<file path="src/logic/fm_phase_pkg.sv">
// phase datapath constants and detune tables
// tables follow the OPN/OPM detune scheme, values in phase increment lsbs
`default_nettype none

package fm_phase_pkg;

	localparam int PHASE_W     = 20; // accumulator, wraps mod 2^20
	localparam int PHASE_OUT_W = 10; // top bits sent to the waveform stage
	localparam int PIPE_DEPTH  = 7;  // clk_en steps from config read to phase out

	// detune base value from the low keycode bits
	function automatic logic [4:0] dt1_pow2(input logic [2:0] kf);
		case (kf)
			3'd0:    dt1_pow2 = 5'd16;
			3'd1:    dt1_pow2 = 5'd17;
			3'd2:    dt1_pow2 = 5'd19;
			3'd3:    dt1_pow2 = 5'd20;
			3'd4:    dt1_pow2 = 5'd22;
			3'd5:    dt1_pow2 = 5'd24;
			3'd6:    dt1_pow2 = 5'd26;
			default: dt1_pow2 = 5'd29;
		endcase
	endfunction

	// ceiling of the detune offset per amount
	function automatic logic [4:0] dt1_limit(input logic [1:0] amt);
		case (amt)
			2'd2:    dt1_limit = 5'd16;
			2'd3:    dt1_limit = 5'd22;
			default: dt1_limit = 5'd8; // amounts 0 and 1
		endcase
	endfunction

endpackage

`default_nettype wire

</file>
<file path="src/logic/fm_slot_pkg.sv">
// slot configuration types for the 24-slot operator engine
// slot order is 6 channels x 4 operators, fixed by the phase loop timing
`default_nettype none

package fm_slot_pkg;

	localparam int NUM_SLOTS = 24;     // time-shared slots per frame

	localparam int FNUM_W    = 11;
	localparam int BLOCK_W   = 3;
	localparam int MUL_W     = 4;
	localparam int DT1_W     = 3;      // bit 2 sign, bits 1:0 amount
	localparam int PMS_W     = 3;
	localparam int WR_DATA_W = FNUM_W; // widest field sets the write bus

	typedef logic [4:0] slot_idx_t;

	// register write field selector
	typedef enum logic [2:0] {
		FLD_FNUM  = 3'd0,
		FLD_BLOCK = 3'd1,
		FLD_MUL   = 3'd2,
		FLD_DT1   = 3'd3,
		FLD_PMS   = 3'd4,
		FLD_PGRST = 3'd5  // one-shot phase reset request
	} reg_field_e;

	typedef struct packed {
		logic [FNUM_W-1:0]  fnum;
		logic [BLOCK_W-1:0] block;
		logic [MUL_W-1:0]   mul;
		logic [DT1_W-1:0]   dt1;
		logic [PMS_W-1:0]   pms;
		logic               pg_rst; // pending request while stored
	} slot_cfg_t;

endpackage

`default_nettype wire

</file>
<file path="src/logic/fm_phase_top.sv">
// phase generator subsystem, register writes are plain single-cycle strobes
// sync marks the phase output of slot 0
`timescale 1ns/1ps
`default_nettype none

module fm_phase_top (
	input  logic                                 clk,
	input  logic                                 rst_n,
	input  logic                                 clk_en,
	input  logic                                 wr,
	input  fm_slot_pkg::slot_idx_t               wr_slot,
	input  fm_slot_pkg::reg_field_e              wr_field,
	input  logic [fm_slot_pkg::WR_DATA_W-1:0]    wr_data,
	input  logic [6:0]                           lfo_mod,
	input  logic                                 pg_stop,
	output logic [fm_phase_pkg::PHASE_OUT_W-1:0] phase,
	output logic [4:0]                           keycode,
	output logic                                 sync
);

	fm_slot_pkg::slot_idx_t slot;
	logic                   zero;
	fm_slot_pkg::slot_cfg_t cfg;
	logic signed [7:0]      pm;

	slot_timer u_timer (
		.clk    (clk),
		.rst_n  (rst_n),
		.clk_en (clk_en),
		.slot   (slot),
		.zero   (zero)
	);

	slot_regs u_regs (
		.clk      (clk),
		.rst_n    (rst_n),
		.clk_en   (clk_en),
		.slot     (slot),
		.wr       (wr),
		.wr_slot  (wr_slot),
		.wr_field (wr_field),
		.wr_data  (wr_data),
		.cfg      (cfg)
	);

	pm_offset u_pm (
		.fnum    (cfg.fnum),
		.pms     (cfg.pms),
		.lfo_mod (lfo_mod),
		.pm      (pm)
	);

	phase_gen u_pg (
		.clk     (clk),
		.rst_n   (rst_n),
		.clk_en  (clk_en),
		.cfg     (cfg),
		.pm      (pm),
		.pg_stop (pg_stop),
		.keycode (keycode),
		.phase   (phase)
	);

	// frame marker lined up with the phase output
	slot_delay #(.width(1), .stages(fm_phase_pkg::PIPE_DEPTH)) u_sync_delay (
		.clk    (clk),
		.rst_n  (rst_n),
		.clk_en (clk_en),
		.din    (zero),
		.dout   (sync)
	);

endmodule

`default_nettype wire

</file>
<file path="src/logic/phase_gen.sv">
// phase increment pipeline and per-slot accumulator
// keycode follows a cfg read by 2 steps and the phase by 7
// the increment wraps at 20 bits for large mul values
`timescale 1ns/1ps
`default_nettype none

module phase_gen (
	input  logic                                 clk,
	input  logic                                 rst_n,
	input  logic                                 clk_en,
	input  fm_slot_pkg::slot_cfg_t               cfg,
	input  logic signed [7:0]                    pm,
	input  logic                                 pg_stop,
	output logic [4:0]                           keycode,
	output logic [fm_phase_pkg::PHASE_OUT_W-1:0] phase
);

	localparam int PW = fm_phase_pkg::PHASE_W;

	logic [4:0]  keycode_ii;
	logic [2:0]  block_ii;
	logic [12:0] fnum_ii;    // doubled fnum plus pm stays positive
	logic [2:0]  dt1_ii, dt1_iii, dt1_iv;
	logic [3:0]  mul_ii, mul_iii, mul_iv, mul_v;
	logic        pg_rst_ii, pg_rst_iii, pg_rst_vi;

	logic [17:0] shifted_ii;
	logic [5:0]  kf_ii;
	logic [5:0]  dt1_kf_iii;
	logic [17:0] phinc_iii, phinc_iv;

	logic [4:0]  pow2_iii, limit_iii;
	logic [5:0]  unlimited_iii;
	logic [4:0]  dt1_offset_iv;
	logic [PW-1:0] phinc_v, phinc_vi;

	logic [PW-1:0] phase_old, phase_in;
	logic [fm_phase_pkg::PHASE_OUT_W-1:0] phase_vii;

	//////////////////////////////////////////////////
	// I  keycode and pm

	always_ff @(posedge clk or negedge rst_n) begin
		if (!rst_n) begin
			keycode_ii <= '0;
			block_ii   <= '0;
			fnum_ii    <= '0;
			dt1_ii     <= '0;
			mul_ii     <= '0;
			pg_rst_ii  <= 1'b0;
		end else if (clk_en) begin
			keycode_ii <= {cfg.block, cfg.fnum[10],
				cfg.fnum[10] ? (|cfg.fnum[9:7]) : (&cfg.fnum[9:7])};
			block_ii   <= cfg.block;
			fnum_ii    <= {1'b0, cfg.fnum, 1'b0} + {{5{pm[7]}}, pm};
			dt1_ii     <= cfg.dt1;
			mul_ii     <= cfg.mul;
			pg_rst_ii  <= cfg.pg_rst;
		end
	end

	//////////////////////////////////////////////////
	// II  octave shift, detune keycode

	always_comb begin
		if (block_ii < 3'd3)
			shifted_ii = {5'd0, fnum_ii} >> (3'd2 - block_ii);
		else
			shifted_ii = {5'd0, fnum_ii} << (block_ii - 3'd2); // 1..5

		case (dt1_ii[1:0])
			2'd1:    kf_ii = {1'b0, keycode_ii} - 6'd4; // wraps high below 4
			2'd2:    kf_ii = {1'b0, keycode_ii} + 6'd4;
			2'd3:    kf_ii = {1'b0, keycode_ii} + 6'd8;
			default: kf_ii = {1'b0, keycode_ii};
		endcase
	end

	always_ff @(posedge clk or negedge rst_n) begin
		if (!rst_n) begin
			keycode    <= '0;
			phinc_iii  <= '0;
			dt1_kf_iii <= '0;
			dt1_iii    <= '0;
			mul_iii    <= '0;
			pg_rst_iii <= 1'b0;
		end else if (clk_en) begin
			keycode    <= keycode_ii;
			phinc_iii  <= shifted_ii;
			dt1_kf_iii <= kf_ii;
			dt1_iii    <= dt1_ii;
			mul_iii    <= mul_ii;
			pg_rst_iii <= pg_rst_ii;
		end
	end

	//////////////////////////////////////////////////
	// III  detune offset

	always_comb begin
		pow2_iii  = fm_phase_pkg::dt1_pow2(dt1_kf_iii[2:0]);
		limit_iii = fm_phase_pkg::dt1_limit(dt1_iii[1:0]);
		case (dt1_kf_iii[5:3])
			3'd5:    unlimited_iii = {pow2_iii, 1'b0};
			3'd6,
			3'd7:    unlimited_iii = 6'd0; // wrapped keycodes
			default: unlimited_iii = {1'b0, pow2_iii} >> (3'd4 - dt1_kf_iii[5:3]);
		endcase
	end

	always_ff @(posedge clk or negedge rst_n) begin
		if (!rst_n) begin
			phinc_iv      <= '0;
			dt1_offset_iv <= '0;
			dt1_iv        <= '0;
			mul_iv        <= '0;
		end else if (clk_en) begin
			phinc_iv      <= phinc_iii;
			dt1_offset_iv <= (unlimited_iii > {1'b0, limit_iii}) ?
				limit_iii : unlimited_iii[4:0];
			dt1_iv        <= dt1_iii;
			mul_iv        <= mul_iii;
		end
	end

	//////////////////////////////////////////////////
	// IV, V  apply detune, then multiplier

	always_ff @(posedge clk or negedge rst_n) begin
		if (!rst_n) begin
			phinc_v  <= '0;
			mul_v    <= '0;
			phinc_vi <= '0;
		end else if (clk_en) begin
			if (dt1_iv[1:0] == 2'd0)
				phinc_v <= {2'd0, phinc_iv};
			else if (dt1_iv[2])
				phinc_v <= {2'd0, phinc_iv} - {15'd0, dt1_offset_iv};
			else
				phinc_v <= {2'd0, phinc_iv} + {15'd0, dt1_offset_iv};
			mul_v <= mul_iv;

			if (mul_v == 4'd0)
				phinc_vi <= phinc_v >> 1; // x0.5
			else
				phinc_vi <= phinc_v * mul_v;
		end
	end

	//////////////////////////////////////////////////
	// VI, VII  accumulate and output

	always_comb begin
		if (pg_rst_vi)
			phase_in = '0;
		else if (pg_stop)
			phase_in = phase_old;
		else
			phase_in = phase_old + phinc_vi;
	end

	always_ff @(posedge clk or negedge rst_n) begin
		if (!rst_n) begin
			phase_vii <= '0;
			phase     <= '0;
		end else if (clk_en) begin
			phase_vii <= phase_in[PW-1 -: fm_phase_pkg::PHASE_OUT_W];
			phase     <= phase_vii;
		end
	end

	// one frame around so each slot meets its own phase again
	slot_delay #(.width(PW), .stages(fm_slot_pkg::NUM_SLOTS)) u_phase_loop (
		.clk    (clk),
		.rst_n  (rst_n),
		.clk_en (clk_en),
		.din    (phase_in),
		.dout   (phase_old)
	);

	// stage III to VI
	slot_delay #(.width(1), .stages(3)) u_rst_delay (
		.clk    (clk),
		.rst_n  (rst_n),
		.clk_en (clk_en),
		.din    (pg_rst_iii),
		.dout   (pg_rst_vi)
	);

endmodule

`default_nettype wire

</file>
<file path="src/logic/pm_offset.sv">
// LFO vibrato offset, combinational
// lfo_mod[6] sign, [5] fold, [4:2] position; bits 1:0 are finer than the table
`timescale 1ns/1ps
`default_nettype none

module pm_offset (
	input  logic [10:0]       fnum,
	input  logic [2:0]        pms,
	input  logic [6:0]        lfo_mod,
	output logic signed [7:0] pm
);

	logic [2:0] pos;     // folded lfo position 0..7
	logic [9:0] prod;
	logic [9:0] shifted;
	logic [6:0] mag;

	always_comb begin
		pos = lfo_mod[5] ? ~lfo_mod[4:2] : lfo_mod[4:2];
		prod = fnum[10:4] * pos; // at most 127 x 7

		// deeper pms shifts less
		if (pms == 3'd0)
			shifted = 10'd0;
		else
			shifted = prod >> (4'd8 - {1'b0, pms});

		mag = (shifted > 10'd127) ? 7'd127 : shifted[6:0]; // saturate
	end

	assign pm = lfo_mod[6] ? -$signed({1'b0, mag}) : $signed({1'b0, mag});

endmodule

`default_nettype wire

</file>
<file path="src/logic/slot_delay.sv">
// clk_en shift register, cleared on reset
// stages must be 2 or more
`timescale 1ns/1ps
`default_nettype none

module slot_delay #(
	parameter int width  = 1,
	parameter int stages = 2
) (
	input  logic             clk,
	input  logic             rst_n,
	input  logic             clk_en,
	input  logic [width-1:0] din,
	output logic [width-1:0] dout
);

	logic [stages-1:0][width-1:0] sh;

	always_ff @(posedge clk or negedge rst_n) begin
		if (!rst_n) begin
			sh <= '0;
		end else if (clk_en) begin
			sh <= {sh[stages-2:0], din}; // entry 0 newest
		end
	end

	assign dout = sh[stages-1];

endmodule

`default_nettype wire

</file>
<file path="src/logic/slot_regs.sv">
// per-slot settings, written any clk, read by the current slot
// writes to slots 24..31 are dropped
// the stored pg_rst bit is the pending phase reset request
`timescale 1ns/1ps
`default_nettype none

module slot_regs (
	input  logic                                  clk,
	input  logic                                  rst_n,
	input  logic                                  clk_en,
	input  fm_slot_pkg::slot_idx_t                slot,
	input  logic                                  wr,
	input  fm_slot_pkg::slot_idx_t                wr_slot,
	input  fm_slot_pkg::reg_field_e               wr_field,
	input  logic [fm_slot_pkg::WR_DATA_W-1:0]     wr_data,
	output fm_slot_pkg::slot_cfg_t                cfg
);

	fm_slot_pkg::slot_cfg_t entry [fm_slot_pkg::NUM_SLOTS];
	logic                   wr_ok;

	assign wr_ok = wr && (wr_slot < fm_slot_pkg::NUM_SLOTS);

	always_ff @(posedge clk or negedge rst_n) begin
		if (!rst_n) begin
			for (int i = 0; i < fm_slot_pkg::NUM_SLOTS; i++)
				entry[i] <= '0;
		end else begin
			// request handed out with this read
			if (clk_en)
				entry[slot].pg_rst <= 1'b0;
			// write comes second so a same-cycle request survives the clear
			if (wr_ok) begin
				case (wr_field)
					fm_slot_pkg::FLD_FNUM:
						entry[wr_slot].fnum <= wr_data[fm_slot_pkg::FNUM_W-1:0];
					fm_slot_pkg::FLD_BLOCK:
						entry[wr_slot].block <= wr_data[fm_slot_pkg::BLOCK_W-1:0];
					fm_slot_pkg::FLD_MUL:
						entry[wr_slot].mul <= wr_data[fm_slot_pkg::MUL_W-1:0];
					fm_slot_pkg::FLD_DT1:
						entry[wr_slot].dt1 <= wr_data[fm_slot_pkg::DT1_W-1:0];
					fm_slot_pkg::FLD_PMS:
						entry[wr_slot].pms <= wr_data[fm_slot_pkg::PMS_W-1:0];
					fm_slot_pkg::FLD_PGRST:
						entry[wr_slot].pg_rst <= 1'b1; // data ignored
					default: ; // unused opcodes
				endcase
			end
		end
	end

	// current slot straight out, pending flag included
	assign cfg = entry[slot];

endmodule

`default_nettype wire

</file>
<file path="src/logic/slot_timer.sv">
// slot counter, one step per clk_en, restarts at slot 0 on reset
`timescale 1ns/1ps
`default_nettype none

module slot_timer (
	input  logic                   clk,
	input  logic                   rst_n,
	input  logic                   clk_en,
	output fm_slot_pkg::slot_idx_t slot,
	output logic                   zero
);

	fm_slot_pkg::slot_idx_t cnt;

	always_ff @(posedge clk or negedge rst_n) begin
		if (!rst_n) begin
			cnt <= '0;
		end else if (clk_en) begin
			if (cnt == fm_slot_pkg::slot_idx_t'(fm_slot_pkg::NUM_SLOTS - 1))
				cnt <= '0; // end of frame
			else
				cnt <= cnt + 1'b1;
		end
	end

	assign slot = cnt;
	assign zero = (cnt == '0); // frame start marker

endmodule

`default_nettype wire

</file>
<file path="config.mk">
export PLATFORM = sky130hd
export DESIGN_NAME = fm_phase_top
export DESIGN_NICKNAME = d
export VERILOG_FILES = /design/src/logic/fm_phase_pkg.sv /design/src/logic/fm_slot_pkg.sv /design/src/logic/fm_phase_top.sv /design/src/logic/phase_gen.sv /design/src/logic/pm_offset.sv /design/src/logic/slot_delay.sv /design/src/logic/slot_regs.sv /design/src/logic/slot_timer.sv
export SDC_FILE = /design/constraint.sdc
export NUM_CORES = 2
export LEC_CHECK = 0
export BUFFER_PORTS_ARGS = -buffer_cell sky130_fd_sc_hd__buf_2
export CORE_ASPECT_RATIO = 1.4
export CORE_UTILIZATION = 58
export DETAILED_ROUTE_END_ITERATION = 10
export GPL_ROUTABILITY_DRIVEN = 0
export PLACE_DENSITY = 0.77
export SLEW_MARGIN = 20
export SYNTH_ARGS = -nofsm -noshare
export SYNTH_HDL_FRONTEND = slang
export SYNTH_SLANG_ARGS = --single-unit
</file>
<file path="constraint.sdc">
create_clock -name clk -period 7.4 [get_ports clk]
set_input_delay 0.74 -clock clk [delete_from_list [all_inputs] [get_ports clk]]
set_output_delay 0.74 -clock clk [all_outputs]
set_load 0.05 [all_outputs]
</file>
==> summary.md <==
| Metric | Value |
|---|---|
| Max-slew violation count | 0 |
| Post-Synthesis Cell Area | around 59000 um^2 |
| Crit. path cell count | 31 |
| Total number of clock tree sinks | 1230 |
| Logic gate share of total power | 0.295 |
| Detailed placement HPWL | 82100 um |
| Critical path peak fanout | 4 |
| Crit path kind | reg -> reg |
| Cell type contributing the most total cell area after synthesis | sky130_fd_sc_hd__dfrtp_1 |
| Synthesized instance count | 4460 |
| Post-layout util | 0.646 |
| Result of the run | finished clean |
| Overall fraction of global-route tracks in use | 0.244 |
| Worst relative slew slack | 0.256 |
| Startpoint class of the critical path | flip-flop |
| F_max | 140 MHz |
| Sum of buffers and inverters on the critical path | 3 |
| Total of flip-flops plus latches after synthesis | 1230 |
| Starting Density | 0.586 |
| Number of enable-type register cells in the synthesized netlist | 0 |
| R2R Path Start | u_timer.slot[0]$_DFFE_PN0P_ |
| Final #Nets | around 4600 |
| TritonCTS clock tree | built |
| Longest individual stage delay on the worst path | between 500 and 600 ps |
| Number of input and output port buffers inserted | 44 |
| Antenna Nets Post-Route | 0 |
| Remaining Overflow, GRT | 0 |
| Hold Path Stages | 2 |
| Iteration-0 DRC Markers | 2121 |
| Filler Cells Inserted | 7174 |
| Core region area | 99900 um^2 |
| Portion of synthesized cell area occupied by the leading cell type | 0.525 |
| Yosys Warn Count | 0 |
| Arrival time worst endpoint | between 7000 and 8000 ps |
| Least setup slack across all paths after layout | about 240 ps |
| Clock skew | 26.5 ps |
| Net switching power of the design | 0.00697 W |
| Endpoint of the worst hold path | u_regs.entry[415]$_DFFE_PN0P_ |
| Via-to-Cell Ratio | 6.06 |
| Worst path top cell family by delay | compound AO/OA/AOI/OAI gates |
| Wire per inst | ~21 um |
| Dominant cell by count in the synthesized netlist | sky130_fd_sc_hd__dfrtp_1 |
| Number of standard-cell rows in the floorplan | 137 |
| Die Outline Area | 102000 um^2 |
| Reg-to-reg endpoint | u_pg.fnum_ii[11]$_DFFE_PN0P_ |
| Cell-internal power | between 0.015 and 0.02 W |
| Post-synthesis async set-or-reset flop share | 1.00 |
| Setup total negative slack | 0 ps |
| Launch instance of the worst min-delay path | wr_data[1] |
| Net Count, Synth | 4626 |
| Largest net degree at the start of global routing | 186 |
| Transition time of the tightest slew-check pin | 1120 ps |
| Syn-to-layout area delta | 10.3% |
| Total power divided by cell area | 343 nW/um^2 |
| Critical Path Slowest Stage Cell | sky130_fd_sc_hd__dfrtp_4 |
| Number of buffers on the longest clock path | 3 |
| Post-route DRC | 0 |
| Largest cells by area after synthesis | sky130_fd_sc_hd__dfrtp_1, sky130_fd_sc_hd__mux2_2, sky130_fd_sc_hd__mux4_2, sky130_fd_sc_hd__nand2_1, sky130_fd_sc_hd__ha_1 |
| Time the final worst path needs with I/O delays and setup | 7160 ps |
| Fraction of power spent switching nets | 0.315 |
| Post-CTS clock slew at the launch and capture registers of the worst setup and hold paths | 70 ps |
| Fraction of power consumed by sequential logic | 0.422 |
| Via count of the first global-routing pass | 37420 |
| Kind of path behind the tightest hold check | in -> reg |
| Count of maximum capacitance violations | 0 |
| List of most frequent post-synthesis cells | sky130_fd_sc_hd__dfrtp_1, sky130_fd_sc_hd__mux2_2, sky130_fd_sc_hd__nand2_1 |
| Final hold vios | 0 |
| Wire length of the first global-routing pass | 199000 um |
| Overall via count from detail_route | 35517 |
| Num ports | 47 |
| Overall die width | 271 um |
| Final wirelength | 123000 um |
| Inserted Clock Buffers | 114 |
| Number of iterations in the first detailed-routing pass | 6 |
| Share of cells above drive strength 1 | 0.371 |
| Total setup violations reported at the end of the flow | 0 |
| Worst setup slack before clock tree synthesis | -16.2 ps |
| Number of H-tree levels | 3 |
| Synthesized area per cell | 13.1 um^2 |
| Final clock period utilization by the worst path | 0.967 |
| Root Driver | sky130_fd_sc_hd__clkbuf_16 |
| Worst supply voltage drop on vdd | 0.000253 V |
| Library cells used by synthesis | 82 |
| Endpoint type of the worst setup path | flip-flop |
| Vertical die dimension | 378 um |
| RSZ-0062 raised after global routing | true |
| Post-synthesis sequential area ratio | 0.525 |
| Required time at the worst-slack endpoint | around 8000 ps |
| Post-layout power | 0.0221 W |
| Power share of the clock group | 0.282 |
| Later-pin clock latency in the skew report | 720 ps |
| Post-synth top flop | sky130_fd_sc_hd__dfrtp_1 |
| Initial antenna violation count | 8 |
| Flop2flop setup slack | 240 ps |
| Number of cells on the worst reg-to-reg path | 31 |
| Leakage power figure | around 30 nW |
[how the worst max path moves through the flow]
| stage | startpoint | end | slack [ps] |
|---|---|---|---|
| floorplan | u_timer.slot[2]$_DFFE_PN0P_ | u_pg.fnum_ii[11]$_DFFE_PN0P_ | 2 |
| global placement | u_timer.slot[0]$_DFFE_PN0P_ | u_pg.fnum_ii[12]$_DFFE_PN0P_ | 80 |
| detailed placement | u_timer.slot[0]$_DFFE_PN0P_ | u_pg.fnum_ii[12]$_DFFE_PN0P_ | -20 |
| CTS | u_timer.slot[0]$_DFFE_PN0P_ | u_pg.fnum_ii[12]$_DFFE_PN0P_ | 10 |
| global route | u_timer.slot[0]$_DFFE_PN0P_ | u_pg.fnum_ii[11]$_DFFE_PN0P_ | -60 |
| finish | u_timer.slot[0]$_DFFE_PN0P_ | u_pg.fnum_ii[11]$_DFFE_PN0P_ | 240 |
[worst register-to-register path, delay by kind of cell (launching register included)]
family | cells | cell delay [ps]
XOR/XNOR | 1 | 190
buffers and inverters | 3 | 440
adder cells (fa/ha/maj) | 5 | 1780
flip-flops | 1 | 510
multiplexers | 3 | 1430
AND/OR/NAND/NOR | 4 | 510
AO/OA/AOI/OAI | 15 | 2200
[placed cells by master (no fill, tap or decap), types with 20 or more instances in the layout]
master,n
sky130_fd_sc_hd__dfrtp_1,1226
sky130_fd_sc_hd__mux2_2,1080
sky130_fd_sc_hd__nand2_1,324
sky130_fd_sc_hd__nor2_1,218
sky130_fd_sc_hd__mux4_2,175
sky130_fd_sc_hd__o21ai_0,135
sky130_fd_sc_hd__a21oi_1,131
sky130_fd_sc_hd__buf_4,119
sky130_fd_sc_hd__clkbuf_16,116
sky130_fd_sc_hd__inv_1,96
sky130_fd_sc_hd__ha_1,88
sky130_fd_sc_hd__mux2i_1,52
sky130_fd_sc_hd__xnor2_1,43
sky130_fd_sc_hd__fa_1,43
sky130_fd_sc_hd__buf_2,41
sky130_fd_sc_hd__a31oi_1,40
sky130_fd_sc_hd__and2_1,38
sky130_fd_sc_hd__nor3_1,31
sky130_fd_sc_hd__nand3_1,29
sky130_fd_sc_hd__xor2_1,27
sky130_fd_sc_hd__clkbuf_8,27
sky130_fd_sc_hd__o2bb2ai_1,25
sky130_fd_sc_hd__a21o_1,24
sky130_fd_sc_hd__o21a_1,21
sky130_fd_sc_hd__clkbuf_1,20
[stage by stage]
step | hold WS (ps) | area, um^2 | std cells
floorplan | 444 | 58700 | 4460
global placement | 465 | 60200 | 5630
detailed placement | 468 | 60300 | 5632
CTS | 159 | 64300 | 5847
global route | 424 | 64600 | 5857
finish | 413 | 64600 | 5861
[repair_timing]
action / CTS / global route
setup endpoints to repair: 3 / 6
cloned: 0 / 1
hold buffers: 0 / 1
resized for setup: 2 / 23
endpoints found under the hold margin: 0 / 57
setup buffers: 3 / 6
pin swaps: 0 / 7
[sequential cells by signal, indices dropped and copies added, names as in the netlist, 2 cells and up]
name                    flops
u_pg.u_phase_loop.sh      460
u_sync_delay.sh             6
u_regs.entry              600
u_pg.u_phase_loop.dout     20
u_pg.mul_v                  4
u_pg.u_rst_delay.sh         2
u_pg.mul_ii                 4
u_pg.mul_iv                 4
u_pg.fnum_ii               13
u_pg.dt1_iv                 3
u_pg.block_ii               3
u_pg.keycode                3
u_pg.mul_iii                4
u_pg.phinc_iii             18
u_pg.phinc_iv              18
u_pg.dt1_kf_iii             6
u_pg.dt1_iii                3
u_pg.dt1_ii                 3
u_timer.slot                5
u_pg.keycode_ii             2
u_pg.phinc_v               20
u_pg.phinc_vi              20
u_pg.dt1_offset_iv          5
[power by group through the flow]
stage	clock, W	sequential, W	combinational, W
5_1_grt	0.00664	0.00957	0.00722
6_report	0.00625	0.00935	0.00654
3_3_place_gp	0	0.00940	0.00625
3_5_place_dp	0	0.00949	0.00644
2_1_floorplan	0	0.00899	0.00516
4_1_cts	0.00638	0.00937	0.00650
[layout make-up]
type                    instances  area [um^2]  share of cell area
flip-flops and latches       1230        30800               0.477
repair buffers                175         1380              0.0213
clock inverters                50          723              0.0112
multi-input cells            2819        26300               0.408
clock buffers                 162         3320              0.0515
diodes                          5         12.5            0.000194
well taps                    1320         1650              0.0256
inverters                     100          378             0.00585
[cell families (layout without fill, tap and decap cells)]
family / Yosys count / in the layout / share of synthesized area
other: 0 / 5 / 0
buffers and inverters: 411 / 487 / 0.0282
AND/OR/NAND/NOR: 768 / 768 / 0.0585
multiplexers: 1307 / 1307 / 0.284
flip-flops: 1230 / 1230 / 0.525
AO/OA/AOI/OAI: 538 / 538 / 0.0589
XOR/XNOR: 71 / 71 / 0.0106
adder cells (fa/ha/maj): 135 / 135 / 0.0345
[per-layer routing]
metal | vias to the layer above | track usage | share of wire
met5 | - | 0 | 0.00022
met4 | 4 | 0.125 | 0.050
met2 | 848 | 0.446 | 0.53
met1 | 18306 | 0.280 | 0.38
met3 | 341 | 0.0321 | 0.040
li1 | 16018 | - | -
Note: power is estimated with default switching activity, not from simulation.
